===== config.mk =====
export PLATFORM = sky130hd
export DESIGN_NAME = issue_top
export DESIGN_NICKNAME = d
export VERILOG_FILES = /design/src/rtl/wi23_defs.sv /design/src/rtl/if_id_decoder.sv /design/src/rtl/hazard.sv /design/src/rtl/pipe_tracker.sv /design/src/rtl/fex_divider.sv /design/src/rtl/issue_top.sv
export VERILOG_INCLUDE_DIRS = /design/src /design/src/rtl
export SDC_FILE = /design/constraint.sdc
export NUM_CORES = 1
export LEC_CHECK = 0
export BUFFER_PORTS_ARGS = -buffer_cell sky130_fd_sc_hd__buf_2
export CAP_MARGIN = 10
export CORE_ASPECT_RATIO = 0.7
export CORE_UTILIZATION = 56
export DETAILED_ROUTE_END_ITERATION = 8
export PLACE_DENSITY = 0.76
export SYNTH_ARGS = -nofsm -noshare
export SYNTH_HDL_FRONTEND = slang
export SYNTH_SLANG_ARGS = --single-unit
export TNS_END_PERCENT = 30

===== constraint.sdc =====
create_clock -name clk -period 3.2 [get_ports clk]
set_input_delay 0 -clock clk [delete_from_list [all_inputs] [get_ports clk]]
set_output_delay 0 -clock clk [all_outputs]
set_load 0.005 [all_outputs]

===== src/rtl/wi23_consts.svh =====
`ifndef WI23_CONSTS_SVH
`define WI23_CONSTS_SVH

// Register index width, 8 registers per file
`define REGFILE_DEPTH 3

`define WORD_W 16 // Instruction word width
`define OPC_W 5 // Opcode field width

// Cycles an FP divide keeps FEX occupied
`define FDIV_CYCLES 4

`endif


===== src/rtl/wi23_defs.sv =====
`include "wi23_consts.svh"

package wi23_defs;

  typedef logic [`REGFILE_DEPTH-1:0] reg_idx_t;

  // Word layout is opcode [15:11], rd [10:8], rs [7:5], rt [4:2]
  typedef logic [`WORD_W-1:0] instr_t;

  typedef enum logic [`OPC_W-1:0] {
    OP_NOP      = 5'd0,
    OP_ALU      = 5'd1,
    OP_LOAD     = 5'd2,
    OP_STORE    = 5'd3,
    OP_BRANCH   = 5'd4,
    OP_FADD     = 5'd5,
    OP_FDIV     = 5'd6,
    OP_FCVT_INT = 5'd7, // FP op with an integer destination
    OP_FSTORE   = 5'd8
  } opcode_e;

  typedef enum logic [1:0] {
    FEX_IDLE = 2'd0,
    FEX_DIV  = 2'd1,
    FEX_LAST = 2'd2
  } fex_state_e;

  // Decoded view of the instruction held in IF_ID
  typedef struct packed {
    reg_idx_t   reg1;
    reg_idx_t   reg2;
    reg_idx_t   dest;
    logic       regw;
    logic       is_branch;
    logic       is_load;
    logic       is_fp_ex;
    logic       is_fp_store;
    logic       is_fdiv;
    logic [1:0] FPIntCvtReg; // Bit 1 integer file, bit 0 FP file
  } decoded_t;

  // Control for one FP stage
  typedef struct packed {
    logic       regw;
    reg_idx_t   regw_idx;
    logic       FpInst;
    logic [1:0] FPIntCvtReg;
  } stage_ctrl_t;

  typedef struct packed {
    logic     regw;
    reg_idx_t regw_idx;
    logic     is_load;
  } int_stage_t;

endpackage


===== src/rtl/if_id_decoder.sv =====
`timescale 1ns/1ps
`include "wi23_consts.svh"

module if_id_decoder (
  input  logic                clk,
  input  logic                reset,
  input  logic                instr_valid,
  input  wi23_defs::instr_t   instr,
  input  logic                stall,
  output wi23_defs::decoded_t id_dec,
  output logic                id_valid
);
  import wi23_defs::*;

  // Top bit of each register field
  localparam int RD_HI = `WORD_W - `OPC_W - 1;
  localparam int RS_HI = RD_HI - `REGFILE_DEPTH;
  localparam int RT_HI = RS_HI - `REGFILE_DEPTH;

  instr_t   if_id_instr;
  opcode_e  opcode;
  reg_idx_t rd;
  reg_idx_t rs;
  reg_idx_t rt;

  // IF_ID holds its word while stalled
  always_ff @(posedge clk) begin
    if (reset) begin
      if_id_instr <= '0; // NOP
      id_valid    <= 1'b0;
    end else if (!stall) begin
      if_id_instr <= instr_valid ? instr : '0;
      id_valid    <= instr_valid;
    end
  end

  assign opcode = opcode_e'(if_id_instr[`WORD_W-1 -: `OPC_W]);
  assign rd     = if_id_instr[RD_HI -: `REGFILE_DEPTH];
  assign rs     = if_id_instr[RS_HI -: `REGFILE_DEPTH];
  assign rt     = if_id_instr[RT_HI -: `REGFILE_DEPTH];

  // Single-source ops repeat rs on reg2
  always_comb begin
    id_dec = '0;
    case (opcode)
      OP_ALU: begin
        id_dec.reg1 = rs;
        id_dec.reg2 = rt;
        id_dec.dest = rd;
        id_dec.regw = 1'b1;
      end
      OP_LOAD: begin
        id_dec.reg1    = rs; // Base address
        id_dec.reg2    = rs;
        id_dec.dest    = rd;
        id_dec.regw    = 1'b1;
        id_dec.is_load = 1'b1;
      end
      OP_STORE: begin
        id_dec.reg1 = rs;
        id_dec.reg2 = rt; // Store data
      end
      OP_BRANCH: begin
        id_dec.reg1      = rs;
        id_dec.reg2      = rt;
        id_dec.is_branch = 1'b1;
      end
      OP_FADD, OP_FDIV: begin
        id_dec.reg1        = rs;
        id_dec.reg2        = rt;
        id_dec.dest        = rd;
        id_dec.regw        = 1'b1;
        id_dec.is_fp_ex    = 1'b1;
        id_dec.is_fdiv     = (opcode == OP_FDIV);
        id_dec.FPIntCvtReg = 2'b01;
      end
      OP_FCVT_INT: begin
        id_dec.reg1        = rs;
        id_dec.reg2        = rs;
        id_dec.dest        = rd;
        id_dec.regw        = 1'b1;
        id_dec.is_fp_ex    = 1'b1;
        id_dec.FPIntCvtReg = 2'b10; // Result lands in the integer file
      end
      OP_FSTORE: begin
        id_dec.reg1        = rs;
        id_dec.reg2        = rt;
        id_dec.is_fp_store = 1'b1;
      end
      default: id_dec = '0; // NOP and unused opcodes
    endcase
  end

  // The source repeats its word for every stalled cycle
  a_hold_while_stalled: assert property (@(posedge clk) disable iff (reset)
    stall |=> $stable({instr_valid, instr}));

endmodule


===== src/rtl/hazard.sv =====
`timescale 1ns/1ps

module hazard (
  input  logic                   clk,
  input  wi23_defs::decoded_t    id_dec,
  input  wi23_defs::int_stage_t  id_ex,
  input  wi23_defs::int_stage_t  ex_mem,
  input  wi23_defs::stage_ctrl_t id_fex,
  input  wi23_defs::stage_ctrl_t id_fex2,
  input  logic                   FEX_busy,
  input  logic                   FEX_busy_er,
  output logic                   stall
);

  logic if_ex_hazard;
  logic if_mem_hazard;
  logic id_fex_hazard;
  logic id_fex2_hazard;
  logic if_fex_hazard;

  // Producer in EX writes a register read in ID
  assign if_ex_hazard = id_ex.regw &
                        ((id_dec.reg1 == id_ex.regw_idx) | (id_dec.reg2 == id_ex.regw_idx));

  assign if_mem_hazard = ex_mem.regw &
                         ((id_dec.reg1 == ex_mem.regw_idx) | (id_dec.reg2 == ex_mem.regw_idx));

  assign id_fex_hazard = id_fex.regw & id_fex.FpInst &
                         ((id_dec.reg1 == id_fex.regw_idx) | (id_dec.reg2 == id_fex.regw_idx));

  assign id_fex2_hazard = id_fex2.regw & id_fex2.FpInst &
                          ((id_dec.reg1 == id_fex2.regw_idx) |
                           (id_dec.reg2 == id_fex2.regw_idx));

  // Load result needed by the op entering FEX or EX
  assign if_fex_hazard = (id_ex.regw | id_fex.FpInst) &
                         ((id_dec.reg1 == id_ex.regw_idx) | (id_dec.reg2 == id_ex.regw_idx));

  always_comb begin
    stall = (id_dec.is_branch & (if_ex_hazard | if_mem_hazard |
                                 (id_fex_hazard & id_fex.FPIntCvtReg[1]) |
                                 (id_fex2_hazard & id_fex2.FPIntCvtReg[1])))
          | (id_ex.is_load & (if_ex_hazard | if_fex_hazard))  // Load-use
          | (FEX_busy & id_dec.is_fp_ex & ~FEX_busy_er)       // FEX occupied by a divide
          | (id_fex_hazard & id_fex.FPIntCvtReg[1])           // FP result into integer file
          | (id_fex_hazard & id_dec.is_fp_store);             // FP store of a pending result
  end

  // Early release only happens inside a busy window
  a_er_in_busy: assert property (@(posedge clk) FEX_busy_er |-> FEX_busy);

endmodule


===== src/rtl/pipe_tracker.sv =====
`timescale 1ns/1ps

module pipe_tracker (
  input  logic                   clk,
  input  logic                   reset,
  input  wi23_defs::decoded_t    id_dec,
  input  logic                   id_valid,
  input  logic                   stall,
  output wi23_defs::int_stage_t  id_ex,
  output wi23_defs::int_stage_t  ex_mem,
  output wi23_defs::stage_ctrl_t id_fex,
  output wi23_defs::stage_ctrl_t id_fex2,
  output logic                   fdiv_start
);
  import wi23_defs::*;

  logic        int_take;
  logic        fp_take;
  int_stage_t  ex_next;
  stage_ctrl_t fex_next;

  // Stall turns the issuing slot into a bubble
  assign int_take = id_valid & ~stall & ~id_dec.is_fp_ex;
  assign fp_take  = id_valid & ~stall & id_dec.is_fp_ex;

  always_comb begin
    ex_next = '0;
    if (int_take) begin
      ex_next.regw     = id_dec.regw;
      ex_next.regw_idx = id_dec.dest;
      ex_next.is_load  = id_dec.is_load;
    end
  end

  always_comb begin
    fex_next = '0;
    if (fp_take) begin
      fex_next.regw        = id_dec.regw;
      fex_next.regw_idx    = id_dec.dest;
      fex_next.FpInst      = 1'b1;
      fex_next.FPIntCvtReg = id_dec.FPIntCvtReg;
    end
  end

  // Older stages advance regardless of stall
  always_ff @(posedge clk) begin
    if (reset) begin
      id_ex   <= '0;
      ex_mem  <= '0;
      id_fex  <= '0;
      id_fex2 <= '0;
    end else begin
      id_ex   <= ex_next;
      ex_mem  <= id_ex;   // Retires after MEM
      id_fex  <= fex_next;
      id_fex2 <= id_fex;  // Retires after FEX2
    end
  end

  assign fdiv_start = fp_take & id_dec.is_fdiv; // Same edge the divide enters ID_FEX

  // One issue per cycle, never into both lanes
  a_one_lane: assert property (@(posedge clk) disable iff (reset)
    id_fex.FpInst |-> (id_ex == '0));

endmodule


===== src/rtl/fex_divider.sv =====
`timescale 1ns/1ps
`include "wi23_consts.svh"

module fex_divider (
  input  logic clk,
  input  logic reset,
  input  logic fdiv_start,
  output logic FEX_busy,
  output logic FEX_busy_er
);
  import wi23_defs::*;

  localparam int CNT_W = $clog2(`FDIV_CYCLES);

  // FEX_DIV covers all busy cycles but the last one
  localparam logic [CNT_W-1:0] DIV_LOAD = CNT_W'(`FDIV_CYCLES - 2);

  fex_state_e       state;
  fex_state_e       state_next;
  logic [CNT_W-1:0] cnt;
  logic [CNT_W-1:0] cnt_next;

  always_comb begin
    state_next = state;
    cnt_next   = cnt;
    case (state)
      FEX_IDLE: begin
        if (fdiv_start) begin
          state_next = FEX_DIV;
          cnt_next   = DIV_LOAD;
        end
      end
      FEX_DIV: begin
        if (cnt == '0) begin
          state_next = FEX_LAST;
        end else begin
          cnt_next = cnt - 1'b1;
        end
      end
      FEX_LAST: begin
        // A divide released by busy_er may start back to back
        if (fdiv_start) begin
          state_next = FEX_DIV;
          cnt_next   = DIV_LOAD;
        end else begin
          state_next = FEX_IDLE;
        end
      end
      default: state_next = FEX_IDLE;
    endcase
  end

  always_ff @(posedge clk) begin
    if (reset) begin
      state <= FEX_IDLE;
      cnt   <= '0;
    end else begin
      state <= state_next;
      cnt   <= cnt_next;
    end
  end

  assign FEX_busy    = (state != FEX_IDLE);
  assign FEX_busy_er = (state == FEX_LAST); // Last busy cycle

  // Hazard unit must hold back FP ops mid divide
  a_no_start_in_div: assert property (@(posedge clk) disable iff (reset)
    fdiv_start |-> (state != FEX_DIV));

endmodule


===== src/rtl/issue_top.sv =====
`timescale 1ns/1ps

module issue_top (
  input  logic                   clk,
  input  logic                   reset,
  input  logic                   instr_valid,
  input  wi23_defs::instr_t      instr,
  output logic                   stall,
  output wi23_defs::int_stage_t  ex_issue,
  output wi23_defs::stage_ctrl_t fex_issue
);
  import wi23_defs::*;

  decoded_t    id_dec;
  logic        id_valid;
  int_stage_t  id_ex;
  int_stage_t  ex_mem;
  stage_ctrl_t id_fex;
  stage_ctrl_t id_fex2;
  logic        fdiv_start;
  logic        FEX_busy;
  logic        FEX_busy_er;

  if_id_decoder u_decoder (
    .clk         (clk),
    .reset       (reset),
    .instr_valid (instr_valid),
    .instr       (instr),
    .stall       (stall),
    .id_dec      (id_dec),
    .id_valid    (id_valid)
  );

  pipe_tracker u_tracker (
    .clk        (clk),
    .reset      (reset),
    .id_dec     (id_dec),
    .id_valid   (id_valid),
    .stall      (stall),
    .id_ex      (id_ex),
    .ex_mem     (ex_mem),
    .id_fex     (id_fex),
    .id_fex2    (id_fex2),
    .fdiv_start (fdiv_start)
  );

  fex_divider u_divider (
    .clk         (clk),
    .reset       (reset),
    .fdiv_start  (fdiv_start),
    .FEX_busy    (FEX_busy),
    .FEX_busy_er (FEX_busy_er)
  );

  hazard u_hazard (
    .clk         (clk),
    .id_dec      (id_dec),
    .id_ex       (id_ex),
    .ex_mem      (ex_mem),
    .id_fex      (id_fex),
    .id_fex2     (id_fex2),
    .FEX_busy    (FEX_busy),
    .FEX_busy_er (FEX_busy_er),
    .stall       (stall)
  );

  // Stage just entered on each lane
  assign ex_issue  = id_ex;
  assign fex_issue = id_fex;

endmodule


* Word-level counts from Yosys, hierarchy flattened *
Index checks and enable logic that the tools add are counted.

storage, ports and cells
  register bits after elaboration = 44
  bits of input ports = 19
  logic and storage cells = 107
  output and inout port bits = 13

operators by class
  equality and inequality tests = 22
  add/sub/neg operators = 1
  muxes and demuxes = 17
  reduce and logical (&&, ||, !) cells = 14
  bitwise gates (word level) = 36

operator list
  operator                                              count
  equality test 3 bit                                   8
  equality test 5 x 3 -> 1 bit (second input constant)  4
  AND 1 bit                                             18
  2-to-1 mux 16 bit                                     1
  OR 1 bit                                              13
  one-hot mux 6 bit (2 select lines)                    1
  equality test 5 x 2 -> 1 bit (second input constant)  2
  OR reduction 2 bit                                    5
  2-to-1 mux 2 bit                                      4
  one-hot mux 2 bit (2 select lines)                    2
  2-to-1 mux 1 bit                                      6
  one-hot mux 2 bit (3 select lines)                    1
  OR reduction 6 bit                                    1
  equality test 5 x 1 -> 1 bit (second input constant)  1
  equality test 5 x 4 -> 1 bit (second input constant)  1
  NOT 1 bit                                             5
  OR reduction 5 bit                                    1
  zero test 2 bit                                       2
  2-to-1 mux 4 bit                                      1
  != test 2 x 1 -> 1 bit (second input constant)        2
  != test 2 bit (second input constant)                 2
  nonzero test 2 bit                                    2
  2-to-1 mux 3 bit                                      1
  AND reduction 3 bit                                   1
  other kinds (5)                                       5

* Longest topological paths before layout *
  word-level depth = 20
  mapped depth = 13
  depth with buffers taken out = 8

* By module *
From an unflattened synthesis, not the netlist that was laid out.

unflattened totals
  cell total of the unflattened synthesis = 204
  area total of the unflattened synthesis = 1,960.6 um2

by module, submodules not included
  module         seq. area each (um2)  cells an instance  area an instance (um2)  times used
  if_id_decoder  300.3                 86                 749.5                   1
  pipe_tracker   480.5                 51                 671.9                   1
  hazard         0.0                   48                 337.8                   1
  fex_divider    80.1                  19                 201.4                   1

* Least setup slack after synthesis *
OpenSTA, ideal clock, no wires.

  path type = reg2reg
  from = register u_decoder.if_id_instr[12]
  to = register, netlist name u_tracker.id_ex[0]
  stages on the path, launching flop included = 14
  data arrival time = 2,804 ps
  setup time = 78 ps
  period minus slack after synthesis = 2,882 ps
  slack = 318 ps
  required time = 3,122 ps
  buffers on the path = 5
  cell sequence = dfxtp_1 buf_6 o31a_1 or3_1 clkbuf_1 or3_1 nand4_1 nand3_1 or3_1 clkbuf_1 or2_1 buf_6 buf_2 nor3_1

between the ends
  cells in the longest elaborated chain, start to end = 19
  elaborated cells on any way between the ends = 54
  classes of those cells = eq/ne: 16; mux: 5; bitwise: 29; reduce/logical: 4

RTL lines
  element                                                             RTL line                                  source
  start, declared                                                     if_id_decoder.sv:20                       instr_t if_id_instr;
  start signal, assigned                                              if_id_decoder.sv:32                       if_id_instr <= instr_valid ? instr : '0;
  equality test 5 x 1 -> 1 bit (tied with other cells)                if_id_decoder.sv:45                       case (opcode)
  OR reduction 6 bit (no line) or OR reduction 2 bit (tied branches)  n/a
  one-hot mux 6 bit (2 select lines)                                  if_id_decoder.sv:45
  equality test 3 bit, on equally long branches                       n/a
  OR 1 bit, on equally long branches                                  n/a
  AND 1 bit, on equally long branches                                 hazard.sv:22, hazard.sv:25, hazard.sv:28
  OR 1 bit or AND 1 bit (tied branches)                               hazard.sv:40, hazard.sv:41, hazard.sv:45
  OR 1 bit                                                            hazard.sv:40                              stall = (id_dec.is_branch & (if_ex_hazard | if_mem_hazard |
  (+3 left out)                                                       n/a
  OR 1 bit                                                            hazard.sv:44                              | (FEX_busy & id_dec.is_fp_ex & ~FEX_busy_er)
  OR 1 bit                                                            hazard.sv:45                              | (id_fex_hazard & id_fex.FPIntCvtReg[1])
  OR 1 bit (*)                                                        hazard.sv:46                              | (id_fex_hazard & id_dec.is_fp_store);
  net stall                                                           issue_top.sv:8                            output logic stall,
  NOT 1 bit (*)                                                       pipe_tracker.sv:23                        assign int_take = id_valid & ~stall & ~id_dec.is_fp_ex;
  AND 1 bit (*) (2 in series)                                         pipe_tracker.sv:23
  NOT 1 bit (no line) (*)                                             n/a
  OR reduction 2 bit (no line) (*)                                    n/a

Mark *: on every way through the listed nets, which the timed path passes. The rest lies on a longest branch.
A chain may end at the register's enable or synchronous reset.

* Worst setup path in the final report *
  from = register u_decoder.if_id_instr[12]
  to = output stall

between the ends
  cells in the longest elaborated chain, start to end = 14
  elaborated cells on any way between the ends = 47
  classes of those cells = eq/ne: 16; mux: 4; bitwise: 24; reduce/logical: 3

RTL lines
  element                                                             RTL line                                  source
  equality test 5 x 1 -> 1 bit (tied with other cells)                if_id_decoder.sv:45
  OR reduction 6 bit (no line) or OR reduction 2 bit (tied branches)  n/a
  one-hot mux 6 bit (2 select lines)                                  if_id_decoder.sv:45
  equality test 3 bit, on equally long branches                       n/a
  OR 1 bit, on equally long branches                                  n/a
  AND 1 bit, on equally long branches                                 hazard.sv:22, hazard.sv:25, hazard.sv:28
  OR 1 bit or AND 1 bit (tied branches)                               hazard.sv:40, hazard.sv:41, hazard.sv:45
  OR 1 bit                                                            hazard.sv:40
  OR 1 bit                                                            hazard.sv:41                              (id_fex_hazard & id_fex.FPIntCvtReg[1]) |
  AND 1 bit                                                           hazard.sv:40
  OR 1 bit                                                            hazard.sv:43                              | (id_ex.is_load & (if_ex_hazard | if_fex_hazard))
  OR 1 bit                                                            hazard.sv:44
  OR 1 bit                                                            hazard.sv:45
  OR 1 bit (*)                                                        hazard.sv:46
  end, declared                                                       issue_top.sv:8

Every way passes the cells marked *; elsewhere a longest branch is shown, timed or not.

==> impl_results.md <==
- XOR/XNOR Fraction of Synth Area: 6.53%
- Final core occ: 70.7%
- Area contributors post-synth: dfxtp_1 (38%), nand2_1 (5.1%), nor2b_1 (4.7%), o21ai_0 (4.2%), nor4bb_1 (3.3%)
- Antenna violations before repair: 0
- RSZ-0062 raised after global routing: no
- Cell mode on critical path: or3_1
- H-tree depth: 2
- CTS Buf Count: 5
- Clock Path Buffers: 2
- Final period utilization: 94.4%
- Worst-Margin Slew: 636 ps
- Critical path arrival: 3020 ps
- Detailed placement HPWL: 3.65 mm
- Endpoints failing setup: 0
- Most numerous cell in the Yosys netlist: dfxtp_1
- CTS tree: yes
- Synth Instances: 258
- Worst Hold Class: in2reg
- R2r setup slk: 240 ps
- Fin cells: 344
- CP Class: reg2out
- Max Cap Viol: 0
- Slowest cell delay on critical path: 460 ps
- Via count of the first global-routing pass: 1,776
- Drt initial violations: 152
- Element type at the critical path end: output port
- Clock slew at reported path FFs: 80 ps
- Worst setup SP type: register
- Worst hold stages: 3
- Area leader, netlist: dfxtp_1
- Compound-gate portion of the synthesized area: 20.4%
- GR peak layer: met2
- I/O Buffers: 29
- Power density over cell area: 388 nW/um^2
- Cell count along the critical path: 9
- CP Cell Sequence: o31a_1 -> or3_1 -> or3_1 -> nand4_1 -> nand3_1 -> or3_1 -> or2_1 -> buf_6 -> buf_2
- N_diodes: 0
- Inst Count DP: 322
- Synth Cell Area: 2140 um^2
- Post-Route WL: 5.46 mm
- IO Pins: 32
- Total track usage: 28.3%
- Syn Area/Cell: 8.31 um^2
- GR Layer Usage met1: 37.9%
- Design Power: 984 uW
- Row Count: 18
- Synth Flop Type: dfxtp_1
- Die Width: 76.0 um
- Layout area overhead: 18.1%
- Synth warn: 0
- Global route overflow: 0
- Die height: 53.8 um
- Final Instance Area: 2530 um^2
- Number of nets in the layout: 313
- Buffers and inverters on the worst path: 2
- Pre-CTS setup slack: 220 ps
- Worst relative slew slack: 57.2%
- Vias: 2,045
- Setup WS post-layout: 178 ps
- Fmax: 0.331 GHz
- Final Max Slew Viols: 0
- Async SR Flop Fraction: 0%
- Floorplan core area: 3580 um^2
- Post-route ant nets: 0
- Pleak: 0.967 nW
- CP delay by family, top: simple AND/OR/NAND/NOR gates
- Outcome: completed
- Worst path slowest cell: or3_1
- First-pass GRT wire length: 8.69 mm
- Seq/Total Area, Yosys: 38.3%
- Final hold violation count: 0
- Clock insertion delay at the later pin of the skew report: 300 ps
- Post-Synth Adder-Cell Area: 0.583%
- Vias per cell: 5.94
- Sum of negative setup slack: 0 ps
- Number of synthesized flops with an enable pin: 0
- Max FO, Critical Path: 28
- Main combinational cell family by area after synthesis: simple AND/OR/NAND/NOR gates
- Met2 Track Usage GR: 44.7%
- Placed cell area: 2290 um^2
- Mux share of post-synthesis cell area: 0.467%
- Post-Syn Nets: 278
- Clock sink count: 41
- Yosys cell types: 42
- Peak VDD IR: 0.313 mV
- Reg2reg path depth: 9
- Pin count of the biggest net entering global routing: 31
- Clock root buffer: clkbuf_8
- Synth top area share: 38.3%
- Routability Congestion: 0.865
- Worst Skew: 5.58 ps
- Post-synthesis register bit count: 41
- Hold_ws: 21.3 ps
- Initial DRT Pass Iterations: 4
- Layout cells sized above 1: 15.6%
- CP required: 3200 ps
- Die area: 4090 um^2
- Post-Synth Simple-Gate Area: 27.6%
- Routed len/inst: 15.9 um
- Commonest cells in the netlist: dfxtp_1 (41), nand2_1 (29), o21ai_0 (18)
- Met3 usage: 6.78%
- Initial core utilization: 59.9%
- DRC: 0
- Tmin final: 3020 ps
[area by class of cell]
class	instances	area (um^2)
multi-input combinational	189	1200
fill	302	1050
sequential	41	822
timing repair buffer	48	327
clock buffer	5	68.8
tap	50	62.6
inverter	8	30.0
clock inverter	3	25.0
[cell usage in the layout (no fill, tap or decap), drive strengths merged, types with 4 or more instances in the layout]
cell type,count
dfxtp,41
dlygate4sd3,14
nor4bb,7
nor2b,16
o21ai,18
a21oi,5
clkbuf,5
a31oi,5
buf,34
nand3,6
xnor2,8
nand2,29
inv,8
nor3,10
o32ai,4
nor4,6
nor2,13
o31ai,8
o211ai,9
or3,6
xor2,8
[worst min-delay path, delay by kind of cell]
kind / cells / cell delay [ps]
buf+inv: 1 / 160
compound gates: 1 / 50
simple gates: 1 / 70
[flip-flops by register name, indices dropped and copies added, names as in the netlist]
register,flops
u_tracker.id_fex,7
u_decoder.if_id_instr,14
u_tracker.id_fex2,6
u_tracker.id_ex,5
u_divider.state,2
u_tracker.ex_mem,4
u_decoder.id_valid,1
u_divider.cnt,2
[power breakdown]
part	switching, mW	total (mW)	internal (mW)
clock network	0.201	0.358	0.157
logic	0.0501	0.0916	0.0416
registers	0.0148	0.534	0.519
[timing repair]
action	CTS	global route
gates resized for setup	0	4
buffers inserted	0	0
endpoints found under the hold margin	14	0
hold buffers	14	0
endpoints found under the setup margin	0	28
[path summary, 6_finish.rpt]
path                             startpoint                        end
hold reg to reg          u_divider.state[1]         u_divider.state[1]
setup reg to reg  u_decoder.if_id_instr[12]         u_tracker.id_ex[4]
setup / recovery  u_decoder.if_id_instr[12]                      stall
hold / removal                  instr_valid  u_decoder.if_id_instr[12]
[cells by family after synthesis]
family / after synthesis
AO/OA/AOI/OAI: 64
XOR/XNOR: 16
adder cells (fa/ha/maj): 1
buffers and inverters: 28
flip-flops: 41
multiplexers: 1
AND/OR/NAND/NOR: 107
[per-layer routing]
metal	vias to the layer above	wire (um)
met5	-	0
met4	0	113
met3	13	359
met2	63	2360
met1	964	2630
li1	1005	-
Power figures use the tool's default switching activity.
